===== src/scanline_irq.sv =====
module scanline_irq #(
	parameter int IRQ_A12_LOW_CYCLES = 3
) (
	input  logic       m2,
	input  logic       ppu_addr_in,	// Async reset
	input  logic       a12,	// PPU A12
	input  logic [7:0] irq_latch,
	input  logic       irq_reload,
	input  logic       irq_enable,
	output logic       irq_active
);
	localparam int LOW_W = $clog2(IRQ_A12_LOW_CYCLES + 1);

	logic [LOW_W-1:0] low_time;	// Saturating count of low samples
	logic [7:0]       counter;	// Scanline down-counter
	logic [7:0]       counter_next;
	logic             reload_pending;	// Held until next A12 clock
	logic             pending_now;
	logic             irq_flag;
	logic             a12_clock;	// Filtered rise

	assign a12_clock = a12 && (low_time == LOW_W'(IRQ_A12_LOW_CYCLES));	// High after long low
	assign pending_now = reload_pending || irq_reload;	// Strobe on the clock edge counts
	assign counter_next = (pending_now || counter == 8'd0) ? irq_latch : counter - 8'd1;
	assign irq_active = irq_flag && irq_enable;	// Released as soon as disabled

	// A12 low-time filter
	always_ff @(posedge m2 or posedge ppu_addr_in)
	begin
		if (ppu_addr_in)
			low_time <= '0;
		else if (a12)
			low_time <= '0;	// Any high sample restarts
		else if (low_time != LOW_W'(IRQ_A12_LOW_CYCLES))
			low_time <= low_time + 1'b1;
	end

	always_ff @(posedge m2 or posedge ppu_addr_in)
	begin
		if (ppu_addr_in)
		begin
			counter <= '0;
			reload_pending <= 1'b0;
			irq_flag <= 1'b0;
		end
		else
		begin
			if (a12_clock)
			begin
				counter <= counter_next;
				reload_pending <= 1'b0;	// Consumed
				if (counter_next == 8'd0 && irq_enable)
					irq_flag <= 1'b1;	// Same edge as reaching 0
			end
			else if (irq_reload)
				reload_pending <= 1'b1;
			if (!irq_enable)
				irq_flag <= 1'b0;	// Ack from $E000
		end
	end

	// IRQ rises only on an enabled A12 clock that brings the counter to 0
	a_irq_needs_enable: assert property (@(posedge m2) disable iff (ppu_addr_in)
		$rose(irq_active) |-> $past(a12_clock && irq_enable) && counter == 8'd0)
		else $error("scanline IRQ raised without an enabled A12 clock at zero");

endmodule


===== config.mk =====
export PLATFORM = sky130hd
export DESIGN_NAME = scanline_irq
export DESIGN_NICKNAME = d
export VERILOG_FILES = /design/src/scanline_irq.sv
export SDC_FILE = /design/constraint.sdc
export NUM_CORES = 1
export LEC_CHECK = 0
export ABC_AREA = 0
export BUFFER_PORTS_ARGS = -buffer_cell sky130_fd_sc_hd__buf_2
export CORE_AREA = 2 2 44 46
export DETAILED_ROUTE_END_ITERATION = 12
export DIE_AREA = 0 0 46 48
export PLACE_DENSITY = 0.68
export SETUP_SLACK_MARGIN = 0.3
export SLEW_MARGIN = 0
export SYNTH_ARGS = -nofsm -noshare
export SYNTH_HDL_FRONTEND = slang
export SYNTH_SLANG_ARGS = --single-unit

===== constraint.sdc =====
create_clock -name m2 -period 2 [get_ports m2]
set_input_delay 0.4 -clock m2 [delete_from_list [all_inputs] [get_ports m2]]
set_output_delay 0.4 -clock m2 [all_outputs]
set_load 0.01 [all_outputs]

==> impl_results.rst, run 1 <==
.. list-table::
   :header-rows: 1

   * - Metric
     - Value
   * - Status
     - complete, but fails checks
   * - Failing checks
     - setup timing
   * - First-pass GRT wire length
     - 3200 um
   * - Number of global-route vias before repair
     - approximately 730
   * - Critical path's largest stage delay
     - 0.53 ns
   * - Die W
     - 46 um
   * - Final worst path period share
     - 100%
   * - Total detailed-routing wirelength
     - 2010 um
   * - Cell chosen for the clock root
     - clkbuf_4
   * - Detailed-placement wirelength estimate
     - 1360 um
   * - Clock latency on the worst-skew pair
     - 0.29 ns
   * - Average cell area after synthesis
     - 8.57 um^2
   * - Fraction of final layout cells with drive strength greater than 1
     - 39.0%
   * - Worst R2R End
     - counter[7]$_DFFE_PP0P_
   * - Highest clock rate
     - ~0.50 GHz
   * - Final setup slack of the worst path
     - -0.00303 ns
   * - Slew at the pin closest to its max-slew limit
     - 0.513 ns
   * - Height of the die
     - 48 um
   * - Origin of the critical flop-to-flop path
     - counter[3]$_DFFE_PP0P_
   * - RSZ-0062 raised after global routing
     - yes
   * - CORE AREA
     - 0.00169 mm^2
   * - Leakage
     - 0.458 nW
   * - Slew Limit Fails
     - 0
   * - Worst min path class
     - primary input to asynchronous set/reset pin
   * - Clock tree from TritonCTS
     - built
   * - Area leader, netlist
     - dfrtp_1
   * - Fin. Hold Viols
     - 0
   * - Fraction of met2 tracks used by global routing
     - a little over a third
   * - Fin util
     - between 60% and 70%
   * - Critical path destination
     - counter[7]$_DFFE_PP0P_
   * - Sinks on the clock net
     - 12
   * - Antenna violations before repair
     - 0
   * - Number of violations reported at the end of detailed-routing iteration 0
     - 16
   * - Tmin final
     - 2.00 ns
   * - I/O Pins
     - 14
   * - YS warnings
     - 0
   * - Sequential area share after synthesis
     - between 30 and 40%
   * - Maximum number of pins on one net before global-route repair
     - 14
   * - Total congestion overflow
     - 0
   * - Number of buffers created by CTS
     - 3
   * - Met3 track utilization from global routing
     - under 10%
   * - Cell types with the largest area share after synthesis
     - dfrtp_1 (39%), a21oi_1 (5.8%), o21ai_0 (5.8%), ha_1 (4.8%), nor2_1 (4.3%)
   * - Fill cell total of the finished layout
     - 156
   * - Total area of multi-input combinational cells
     - 480 um^2
   * - Depth of the worst register-to-register path
     - 5
   * - Worst endpoint required time
     - 2.16 ns
   * - Overall power of the completed layout
     - 0.00117 W
   * - Number of setup violations in the final report
     - 1
   * - Number of routed nets with antenna violations
     - 0
   * - Mean number of vias per cell
     - 5.90
   * - Aggregate global-route resource usage
     - 20.7%
   * - Pre-antenna DRT Iters
     - 4
   * - Smallest hold slack
     - 0.0981 ns
   * - Number of antenna diodes
     - 0
   * - Reported max-cap violation count
     - 0
   * - Sequential cell area
     - 300 um^2
   * - Clock Path Buffers
     - 2
   * - Starting density of the core
     - 46.1%
   * - Sum of negative setup slack
     - -0.00303 ns
   * - Layout Nets
     - between 100 and 150
   * - Post-route DRC
     - 0
   * - Reg2Reg Setup Slack
     - -0.003 ns
   * - # H-tree levels
     - 1
   * - Number of instances in the synthesized netlist
     - 91
   * - Critical Setup Path Class
     - flip-flop to flip-flop
   * - Final weighted congestion of routability-driven global placement
     - 0.887
   * - Global route hottest layer
     - met2
   * - Relative area change from synthesis to final layout
     - 32.3%
   * - Launch point of the worst path
     - counter[3]$_DFFE_PP0P_
   * - Most used cell along the critical path
     - or4_4
   * - Clock input transition at the sequential cells of the worst setup and hold paths
     - 0.09 ns
   * - Average wire length per cell after detail routing
     - 14.9 um
   * - CP arrival
     - 2.16 ns
   * - Pwr/cell area
     - 1140 mW/mm^2
   * - Kind of cell adding the most delay to the critical path
     - simple AND/OR/NAND/NOR gates
   * - Highest-delay cell along the critical path
     - or4_4
   * - Net count after synthesis
     - approximately 110
   * - CP Depth
     - 5
   * - Count of different cell masters after synthesis
     - 33
   * - Headroom to the max-slew limit
     - 65.8%
   * - Die Outline Area
     - 0.00221 mm^2
   * - IO Port Bufs
     - 13
   * - Portion of synthesized cell area occupied by the leading cell type
     - 38.5%
   * - Post-Place Setup Slack
     - 0.0134 ns
   * - Worst setup skew after layout
     - 0.00497 ns
   * - Crit path buffers/inverters
     - 0
   * - Number of buffers added to fix hold violations after cts
     - 0
   * - Number of synthesized register bits
     - 12
   * - Peak VDD IR
     - slightly below 700 uV
   * - Critical-path maximum fanout
     - 4
   * - GR met1 Demand/Resource
     - 25.7%
   * - Post-Syn Area
     - around 800 um^2
   * - Kind of capture point of the worst setup path
     - flip-flop
   * - Sequence of cells on the critical path
     - or4_4, or4_4, or3_4, o21ai_2, a21oi_2
   * - Crit path launch type
     - flip-flop
   * - Number of standard-cell rows in the floorplan
     - 15
   * - Routed vias
     - roughly 800
==> where the power goes <==
group,leakage [nW],internal [W],switching (W)
Sequential,0.142,0.000334,0.000101
Clock,0.0210,0.000111,0.0000964
Combinational,0.295,0.000259,0.000270
Total,0.458,0.000703,0.000467
==> synth_stat cells <==
library cell and n:
o21a_1 2, o31ai_1 1, a21oi_2 1, a21oi_1 9, buf_1 1, o21ai_1 2
a22oi_1 1, or4_4 2, or3_1 1, mux2_2 1, nor2_1 9, o211ai_1 3
nor2b_1 1, nand2_1 5, o21ai_2 1, dfrtp_1 12, and2_1 1, buf_2 1
or4_1 3, nor3_1 3, ha_1 3, mux2i_1 1, clkbuf_1 1, nor4_1 1
nand3_1 3, xor2_1 2, buf_6 1, o21ai_0 9, inv_1 6, xnor2_1 1
nand4_1 1, o32a_1 1, or3b_2 1
==> layer usage <==
metal / wire, um / vias up
li1: - / 384
met1: 849 / 389
met2: 1050 / 19
met3: 69 / 4
met4: 43 / 0
met5: 0 / -
==> layout by cell type (no fill, tap or decap), types with 2 or more instances in the layout <==
cell      Yosys  final
a21oi_1       9      8
a21oi_2       1      2
buf_2         1     13
buf_4         0     14
clkbuf_4      0      3
dfrtp_1      12     12
ha_1          3      3
inv_1         6      4
inv_2         0      2
nand2_1       5      5
nand3_1       3      3
nor2_1        9      9
nor3_1        3      2
o211ai_1      3      3
o21ai_0       9      7
o21ai_1       2      3
o21ai_2       1      2
or4_1         3      3
or4_4         2      2
xor2_1        2      2
==> state kept, by name (all words and copies together) (netlist names) <==
register and flops:
counter 8, irq_flag 1, reload_pending 1, low_time 2
==> what timing repair did <==
item / in CTS / in global routing
pin swaps: 3 / 1
setup buffers: 4 / 1
resized for setup: 8 / 2
gates cloned: 0 / 0
endpoints found under the hold margin: 0 / 0
setup endpoints to repair: 9 / 9
==> kinds of logic after synthesis <==
logic type               Yosys count  synth area share, %
buffers and inverters             10                 5.94
multiplexers                       2                 2.73
XOR/XNOR                           3                 3.37
AO/OA/AOI/OAI                     30                 23.1
flip-flops                        12                 38.5
adder cells (fa/ha/maj)            3                 4.82
AND/OR/NAND/NOR                   31                 21.5
==> metrics by stage <==
| stage | instance area [um^2] | cells |
|---|---|---|
| after global routing | 1030 | 135 |
| after detailed placement | 912 | 126 |
| after global placement | 912 | 126 |
| after floorplan | 788 | 91 |
| final | 1030 | 135 |
| after CTS | 1010 | 134 |
==> area by class of cell <==
type / count / share of cell area [%]
clock buffer: 4 / 3.52
inverter: 6 / 2.18
multi-input combinational: 69 / 46.6
sequential: 12 / 29.1
tap: 17 / 2.06
timing repair buffer: 27 / 16.5
==> worst min-delay path by stage <==
stage / slack (ns) / endpoint / startpoint / cells past startpoint
finish: 0.1 / counter[2]$_DFFE_PP0P_ / ppu_addr_in / 2
global route: 0.16 / counter[0]$_DFFE_PP0P_ / ppu_addr_in / 2
detailed placement: 0.44 / counter[0]$_DFFE_PP0P_ / ppu_addr_in / 2
global placement: 0.43 / low_time[1]$_DFFE_PP0P_ / ppu_addr_in / 2
CTS: 0.13 / counter[2]$_DFFE_PP0P_ / ppu_addr_in / 2
floorplan: 0.26 / counter[0]$_DFFE_PP0P_ / ppu_addr_in / 1
(Power assumes the default switching activity.)
==> run 2, diff against run 1 <==
--- a/config.mk
+++ b/config.mk
@@ -5,12 +5,12 @@
 export SDC_FILE = /design/constraint.sdc
 export NUM_CORES = 1
 export LEC_CHECK = 0
-export ABC_AREA = 0
+export ABC_AREA = 1
 export BUFFER_PORTS_ARGS = -buffer_cell sky130_fd_sc_hd__buf_2
-export CORE_AREA = 2 2 44 46
+export CORE_AREA = 2 2 45 47
 export DETAILED_ROUTE_END_ITERATION = 12
-export DIE_AREA = 0 0 46 48
-export PLACE_DENSITY = 0.68
+export DIE_AREA = 0 0 47 49
+export PLACE_DENSITY = 0.7
 export SETUP_SLACK_MARGIN = 0.3
 export SLEW_MARGIN = 0
 export SYNTH_ARGS = -nofsm -noshare
==> run 2 against run 1 <==
Effect of this change:
- the run now ends clean
- synthesized cell count grew 33%
- global-route usage shrank 1.5 points
- critical path depth grew 5
- critical path type unchanged
- highest routed layer unchanged
==> impl_results.rst, run 2 <==
.. list-table::
   :header-rows: 1

   * - Metric
     - Value
   * - Worst endpoint required time
     - 2.22 ns (+0.06 ns)
   * - Worst R2R End
     - irq_flag$_DFFE_PP0P_
   * - Flip-flop count of the largest register after layout
     - 8 (unchanged)
   * - Cell with the most instances after synthesis
     - nand2_1
   * - Placed insts
     - 160 (+27%)
   * - Clock tree from TritonCTS
     - built
   * - Area leader, netlist
     - dfrtp_1
   * - Total detailed-routing wirelength
     - 1760 um (-13%)
   * - Layout Nets
     - 154 (+14%)
   * - Portion of synthesized cell area occupied by the leading cell type
     - 35.7% (-2.9 points)
   * - I/O Pins
     - 14 (unchanged)
   * - Average wire length per cell after detail routing
     - 10.8 um (-28%)
   * - Origin of the critical flop-to-flop path
     - counter[0]$_DFFE_PP0P_
   * - Sequential area share after synthesis
     - 35.7% (-2.9 points)
   * - Pre-antenna DRT Iters
     - 4 (unchanged)
   * - CP arrival
     - 1.75 ns (-0.41 ns)
   * - YS warnings
     - 0 (unchanged)
   * - GR met1 Demand/Resource
     - 28.8% (+3.0 points)
   * - Async set-reset flop share out of synthesis
     - 100% (unchanged)
   * - Starting density of the core
     - 45.7% (-0.43 points)
   * - Height of the die
     - 49 um (+2.1%)
   * - Tmin final
     - 1.53 ns (-0.478 ns)
   * - Cell types with the largest area share after synthesis
     - dfrtp_1 (36%), nand2_1 (18%), inv_1 (8.9%), o21ai_0 (7.1%), nand3_1 (4.8%)
   * - Critical path destination
     - irq_flag$_DFFE_PP0P_
   * - Number of synthesized register bits
     - 12 (unchanged)
   * - First-pass GRT wire length
     - 3220 um (+0.66%)
   * - Final weighted congestion of routability-driven global placement
     - 0.835 (-5.9%)
   * - Pwr/cell area
     - 1150 mW/mm^2 (+1.0%)
   * - Clock latency on the worst-skew pair
     - 0.28 ns (about the same)
   * - Headroom to the max-slew limit
     - 68.8% (+3.0 points)
   * - # H-tree levels
     - 1 (unchanged)
   * - Leading cell type in the layout, fill and taps excluded
     - nand2_1
   * - Worst min path class
     - primary input to asynchronous set/reset pin
   * - Maximum number of pins on one net before global-route repair
     - 15 (+1)
   * - Mean number of vias per cell
     - 4.85 (-18%)
   * - CORE AREA
     - 0.00184 mm^2 (+9.0%)
   * - Number of antenna diodes
     - 0 (unchanged)
   * - Post-route DRC
     - 0 (unchanged)
   * - Average cell area after synthesis
     - 6.96 um^2 (-19%)
   * - Post-Syn Area
     - 842 um^2 (+8.0%)
   * - Critical Setup Path Class
     - flip-flop to flip-flop
   * - Crit path launch type
     - flip-flop
   * - Relative area change from synthesis to final layout
     - 14.3%
   * - Number of buffers created by CTS
     - 3 (unchanged)
   * - Most used flip-flop cell after synthesis
     - dfrtp_1
   * - Number of setup violations in the final report
     - 0 (-1)
   * - Peak VDD IR
     - 520 uV (-25%)
   * - Sum of negative setup slack
     - 0 ns (+0.00303 ns)
   * - IO Port Bufs
     - 13 (unchanged)
   * - Highest clock rate
     - 0.656 GHz (+31%)
   * - Clock input transition at the sequential cells of the worst setup and hold paths
     - 0.08 ns (about the same)
   * - Clock Path Buffers
     - 2 (unchanged)
   * - Worst setup skew after layout
     - 0.00531 ns (+0.000333 ns)
   * - Depth of the worst register-to-register path
     - 10 (+5)
   * - Cell chosen for the clock root
     - clkbuf_4
   * - Number of violations reported at the end of detailed-routing iteration 0
     - 31 (+15)
   * - Kind of capture point of the worst setup path
     - flip-flop
   * - Total congestion overflow
     - 0 (unchanged)
   * - Net count after synthesis
     - 137 (+28%)
   * - Number of setup buffers added after CTS
     - 0 (-4)
   * - Post-synth EDFFs
     - 0 (unchanged)
   * - Fin. Hold Viols
     - 0 (unchanged)
   * - Met3 track utilization from global routing
     - 2.22% (-1.6 points)
   * - Number of global-route vias before repair
     - 738 (+1.2%)
   * - Status
     - finished clean
   * - Die Outline Area
     - 0.00230 mm^2 (+4.3%)
   * - Number of instances in the synthesized netlist
     - 121 (+33%)
   * - RSZ-0062 raised after global routing
     - no
   * - Critical-path maximum fanout
     - 6 (+2)
   * - Slew at the pin closest to its max-slew limit
     - 0.468 ns (-0.0455 ns)
   * - Number of standard-cell rows in the floorplan
     - 16 (+1)
   * - Final worst path period share
     - 76.3% (-24 points)
   * - Launch point of the worst path
     - counter[0]$_DFFE_PP0P_
   * - Leakage
     - 0.544 nW (+19%)
   * - Reg2Reg Setup Slack
     - 0.47 ns (+0.48 ns)
   * - Reported max-cap violation count
     - 0 (unchanged)
   * - Number of cells in the finished layout apart from fillers
     - 163 (+21%)
   * - Aggregate global-route resource usage
     - 19.2% (-1.5 points)
   * - Antenna violations before repair
     - 0 (unchanged)
   * - Sinks on the clock net
     - 12 (unchanged)
   * - Detailed-placement wirelength estimate
     - 1420 um (+4.6%)
   * - Routed vias
     - 790 (-0.75%)
   * - Fraction of final layout cells with drive strength greater than 1
     - 17.6% (-21 points)
   * - Most flop-heavy register
     - counter
   * - Most numerous cell types in the synthesized netlist
     - nand2_1 (41), inv_1 (20), dfrtp_1 (12), o21ai_0 (12), nor2_1 (10)
   * - Top library cells by usage in the layout, fill and taps aside
     - nand2_1 (40), inv_1 (20), buf_2 (13), o21ai_0 (12), dfrtp_1 (12)
   * - Global route hottest layer
     - met1
   * - Slew Limit Fails
     - 0 (unchanged)
   * - Fraction of met2 tracks used by global routing
     - 27.9% (-7.4 points)
   * - Count of different cell masters after synthesis
     - 18 (-45%)
   * - Number of routed nets with antenna violations
     - 0 (unchanged)
   * - Die W
     - 47 um (+2.2%)
   * - Biggest registers after layout
     - counter: 8 flops, low_time: 2 flops
-- run 2: changes by cell type in the layout (fill, tap and decap cells not counted), sizes merged, moves of 2 or more --
cell / before / now
a21oi: 10 / 1
buf: 27 / 13
inv: 6 / 20
nand2: 5 / 42
nand3: 3 / 8
nand4: 1 / 3
nor2: 9 / 15
nor3: 3 / 0
o211ai: 3 / 0
o21a: 2 / 0
or4: 5 / 0
-- run 2: how the worst min path moves through the flow --
stage	startpoint	to	depth (start not counted)
after floorplan	ppu_addr_in	counter[0]$_DFFE_PP0P_	1
after global placement	ppu_addr_in	counter[3]$_DFFE_PP0P_	2
after detailed placement	ppu_addr_in	counter[3]$_DFFE_PP0P_	2
after CTS	ppu_addr_in	counter[3]$_DFFE_PP0P_	2
after global routing	ppu_addr_in	counter[3]$_DFFE_PP0P_	2
final	ppu_addr_in	counter[3]$_DFFE_PP0P_	2
-- run 2: area by class of cell --
type | count | area [um^2]
fill | 200 | 880
multi-input combinational | 88 | 465
sequential | 12 | 300
inverter | 20 | 75.1
timing repair buffer | 13 | 65.1
tap | 27 | 33.8
clock buffer | 3 | 22.5
-- run 2: logic make-up after synthesis --
group	after synthesis	synth area share [%]
flops	12	35.7
buf+inv	21	9.36
simple gates	69	39.1
xor+xnor	1	1.04
fa+ha+maj	3	4.46
compound gates	15	10.4
-- run 2: worst max-delay path, cell delays in order, from the launching register on --
cell and delay [ns]:
dfrtp_1 0.39, inv_1 0.11, ha_1 0.17, nand2_2 0.08
o21ai_4 0.23, nand2_1 0.10, nand2_1 0.09, nand2_1 0.06
nor2_1 0.10, nand4_1 0.08, nand2_1 0.07
-- run 2: per-stage QoR --
stage / setup slack (ns) / total power (W) / area, um^2 / utilization [%] / hold WS [ns]
5_1_grt: 0.348 / 0.00122 / 962 / 52.2 / 0.159
3_3_place_gp: 0.462 / 0.000932 / 937 / 50.9 / 0.435
4_1_cts: 0.425 / 0.00110 / 960 / 52.1 / 0.130
2_1_floorplan: 0.641 / 0.000830 / 842 / - / 0.265
6_report: 0.475 / 0.00110 / 962 / 52.2 / 0.116
3_5_place_dp: 0.438 / 0.000949 / 937 / 50.9 / 0.432
-- run 2: power by group --
part / switching, W / internal, W / leakage (nW) / total (W)
Clock: 0.0000824 / 0.0000698 / 0.0138 / 0.000152
Combinational: 0.000319 / 0.000188 / 0.383 / 0.000507
Sequential: 0.000112 / 0.000332 / 0.148 / 0.000444
-- run 2: what timing repair did --
action,4_1_cts,5_1_grt
gates resized for setup,0,1
setup endpoints to repair,0,1
hold buffers,0,0
-- run 2: metal layers --
metal / wire length, um / vias to the layer above
met4: 25 / 0
met5: 0 / -
met3: 96 / 4
met1: 796 / 359
li1: - / 410
met2: 837 / 17
==> run 3, diff against run 2 <==
--- a/config.mk
+++ b/config.mk
@@ -5,12 +5,12 @@
 export SDC_FILE = /design/constraint.sdc
 export NUM_CORES = 1
 export LEC_CHECK = 0
-export ABC_AREA = 1
+export ABC_AREA = 0
 export BUFFER_PORTS_ARGS = -buffer_cell sky130_fd_sc_hd__buf_2
-export CORE_AREA = 2 2 45 47
+export CORE_AREA = 2 2 44 46
 export DETAILED_ROUTE_END_ITERATION = 12
-export DIE_AREA = 0 0 47 49
-export PLACE_DENSITY = 0.7
+export DIE_AREA = 0 0 46 48
+export PLACE_DENSITY = 0.68
 export SETUP_SLACK_MARGIN = 0.3
 export SLEW_MARGIN = 0
 export SYNTH_ARGS = -nofsm -noshare
==> constraint.sdc (replaced) <==
create_clock -name m2 -period 1.3 [get_ports m2]
set_input_delay 0.26 -clock m2 [delete_from_list [all_inputs] [get_ports m2]]
set_output_delay 0.26 -clock m2 [all_outputs]
set_load 0.01 [all_outputs]
==> run 3 against run 2 <==
Effect of this change:
- the flow now finishes with violations (setup timing)
- routed wire length increased by 26%
- critical path type unchanged
- critical endpoint unchanged
- clock skew hardly changed
- first-iteration DRC count decreased by 52%
==> impl_results.rst, run 3 (synthesized netlist as in run 1, its figures left out) <==
.. list-table::
   :header-rows: 1

   * - Metric
     - Value
   * - Worst R2R End
     - irq_flag$_DFFE_PP0P_
   * - # H-tree levels
     - 1 (unchanged)
   * - Fill cell total of the finished layout
     - 141 (-30%)
   * - Detailed-placement wirelength estimate
     - 1520 um (+7.4%)
   * - Number of standard-cell rows in the floorplan
     - 15 (-1)
   * - Most flop-heavy register
     - counter
   * - Reg2Reg Setup Slack
     - -0.68 ns (-1.15 ns)
   * - Worst setup skew after layout
     - 0.00573 ns (+0.000429 ns)
   * - Met3 track utilization from global routing
     - 2.64% (+0.42 points)
   * - Reported max-cap violation count
     - 0 (unchanged)
   * - Die Outline Area
     - 0.00221 mm^2 (-4.1%)
   * - Pre-antenna DRT Iters
     - 4 (unchanged)
   * - Clock input transition at the sequential cells of the worst setup and hold paths
     - 0.08 ns (about the same)
   * - Status
     - complete, but fails checks
   * - Slew at the pin closest to its max-slew limit
     - 0.481 ns (+0.0134 ns)
   * - First-pass GRT wire length
     - 3380 um (+4.9%)
   * - Critical Setup Path Class
     - flip-flop to flip-flop
   * - I/O Pins
     - 14 (unchanged)
   * - Top library cells by usage in the layout, fill and taps aside
     - buf_4 (21), buf_2 (13), dfrtp_1 (12), nor2_1 (8), a21oi_1 (6)
   * - Fin. Hold Viols
     - 0 (unchanged)
   * - Number of routed nets with antenna violations
     - 0 (unchanged)
   * - Clock Path Buffers
     - 2 (unchanged)
   * - Total area of multi-input combinational cells
     - 520 um^2 (+12%)
   * - Clock tree from TritonCTS
     - built
   * - Final setup slack of the worst path
     - -0.678 ns (-1.15 ns)
   * - Critical path's largest stage delay
     - 0.53 ns (+0.14 ns)
   * - Peak VDD IR
     - 1220 uV (+130%)
   * - Final worst path period share
     - 152% (+76 points)
   * - Routed vias
     - 838 (+6.1%)
   * - Highest clock rate
     - 0.505 GHz (-23%)
   * - Aggregate global-route resource usage
     - 21.9% (+2.7 points)
   * - Sinks on the clock net
     - 12 (unchanged)
   * - Cell chosen for the clock root
     - clkbuf_4
   * - Failing checks
     - setup timing
   * - Fraction of met2 tracks used by global routing
     - 37.5% (+9.6 points)
   * - Flip-flop count of the largest register after layout
     - 8 (unchanged)
   * - Relative area change from synthesis to final layout
     - 48.3%
   * - Tmin final
     - 1.98 ns (+0.453 ns)
   * - Worst endpoint required time
     - 1.48 ns (-0.74 ns)
   * - Sum of negative setup slack
     - -5.03 ns (-5.03 ns)
   * - Global route hottest layer
     - met2
   * - Kind of capture point of the worst setup path
     - flip-flop
   * - Headroom to the max-slew limit
     - 67.9% (-0.89 points)
   * - CP arrival
     - 2.16 ns (+0.41 ns)
   * - Antenna violations before repair
     - 0 (unchanged)
   * - Height of the die
     - 48 um (-2.0%)
   * - GR met1 Demand/Resource
     - 27.1% (-1.7 points)
   * - Leading cell type in the layout, fill and taps excluded
     - buf_4
   * - Total congestion overflow
     - 0 (unchanged)
   * - RSZ-0062 raised after global routing
     - yes
   * - Sequence of cells on the critical path
     - or4_4, or4_4, xnor2_1, o32a_1, o31ai_1
   * - Crit path launch type
     - flip-flop
   * - Starting density of the core
     - 46.1% (+0.43 points)
   * - Post-route DRC
     - 0 (unchanged)
   * - Leakage
     - 0.508 nW (-6.7%)
   * - Mean number of vias per cell
     - 5.78 (+19%)
   * - Die W
     - 46 um (-2.1%)
   * - Final weighted congestion of routability-driven global placement
     - 0.847 (+1.4%)
   * - Critical path destination
     - irq_flag$_DFFE_PP0P_
   * - Slew Limit Fails
     - 0 (unchanged)
   * - Maximum number of pins on one net before global-route repair
     - 14 (-1)
   * - Worst min path class
     - primary input to flip-flop
   * - Origin of the critical flop-to-flop path
     - counter[3]$_DFFE_PP0P_
   * - Number of cells on the worst hold path
     - 2
   * - Fin util
     - 68.4% (+16 points)
   * - Depth of the worst register-to-register path
     - 5 (-5)
   * - Sequential cell area
     - 300 um^2 (unchanged)
   * - CORE AREA
     - 0.00169 mm^2 (-8.3%)
   * - Number of violations reported at the end of detailed-routing iteration 0
     - 15 (-52%)
   * - Launch point of the worst path
     - counter[3]$_DFFE_PP0P_
   * - Pwr/cell area
     - 1780 mW/mm^2 (+56%)
   * - Number of buffers created by CTS
     - 3 (unchanged)
   * - Total detailed-routing wirelength
     - 2210 um (+26%)
   * - Layout Nets
     - 145 (-5.8%)
   * - Most used cell along the critical path
     - or4_4
   * - IO Port Bufs
     - 13 (unchanged)
   * - Highest-delay cell along the critical path
     - or4_4
   * - Number of setup violations in the final report
     - 9 (+9)
   * - Number of antenna diodes
     - 0 (unchanged)
   * - Clock latency on the worst-skew pair
     - 0.28 ns (about the same)
   * - Fraction of final layout cells with drive strength greater than 1
     - 45.3% (+28 points)
   * - Post-Place Setup Slack
     - -0.687 ns (-1.13 ns)
   * - Critical-path maximum fanout
     - 4 (-2)
   * - Biggest registers after layout
     - counter: 8 flops, low_time: 2 flops
   * - Number of global-route vias before repair
     - 777 (+5.3%)
   * - Average wire length per cell after detail routing
     - 15.2 um (+41%)
## run 3: how the worst min path moves through the flow
stage	startpoint	end	slack, ns
2_1_floorplan	ppu_addr_in	counter[0]$_DFFE_PP0P_	0.12
3_3_place_gp	ppu_addr_in	counter[5]$_DFFE_PP0P_	0.29
3_5_place_dp	ppu_addr_in	counter[2]$_DFFE_PP0P_	0.29
4_1_cts	a12	low_time[1]$_DFFE_PP0P_	0.17
5_1_grt	a12	low_time[1]$_DFFE_PP0P_	0.18
6_report	a12	low_time[1]$_DFFE_PP0P_	0.17
## run 3: timing repair
| item | in CTS | in global routing |
|---|---|---|
| pin swaps | 6 | 6 |
| setup endpoints to repair | 10 | 11 |
| hold buffers | 1 | 0 |
| gates cloned | 0 | 0 |
| gates resized for setup | 13 | 4 |
| endpoints found under the hold margin | 12 | 0 |
| setup buffers | 3 | 2 |
## run 3: metrics by stage
stage          instances  hold WS [ns]  total power, W  area (um^2)
6_report             145         0.172         0.00206         1160
5_1_grt              145         0.179         0.00219         1160
4_1_cts              143         0.173         0.00196         1120
3_5_place_dp         135         0.293         0.00150         1000
3_3_place_gp         135         0.288         0.00147         1000
2_1_floorplan         91         0.125         0.00111          821
## run 3: final cells by class
cell class / instances / share of cell area [%]
Sequential cell: 12 / 26.0
Tap cell: 17 / 1.84
Inverter: 6 / 1.95
Clock buffer: 4 / 3.14
Timing Repair Buffer: 37 / 22.1
Multi-Input combinational cell: 69 / 45.0
## run 3: worst max-delay path: cells and delay by family (launching register included)
kind	cells	cell delay (ns)
compound gates	2	0.35
xor+xnor	1	0.14
flops	1	0.42
simple gates	2	0.97
## run 3: power breakdown
part           internal, W  leakage, nW  switching [W]
combinational     0.000576        0.345       0.000552
clock             0.000170       0.0210       0.000136
sequential        0.000514        0.142       0.000115
## run 3: layer usage
| layer | share of wire (%) | vias up |
|---|---|---|
| li1 | - | 407 |
| met1 | 41 | 394 |
| met2 | 52 | 31 |
| met3 | 5.6 | 6 |
| met4 | 1.8 | 0 |
| met5 | 0 | - |
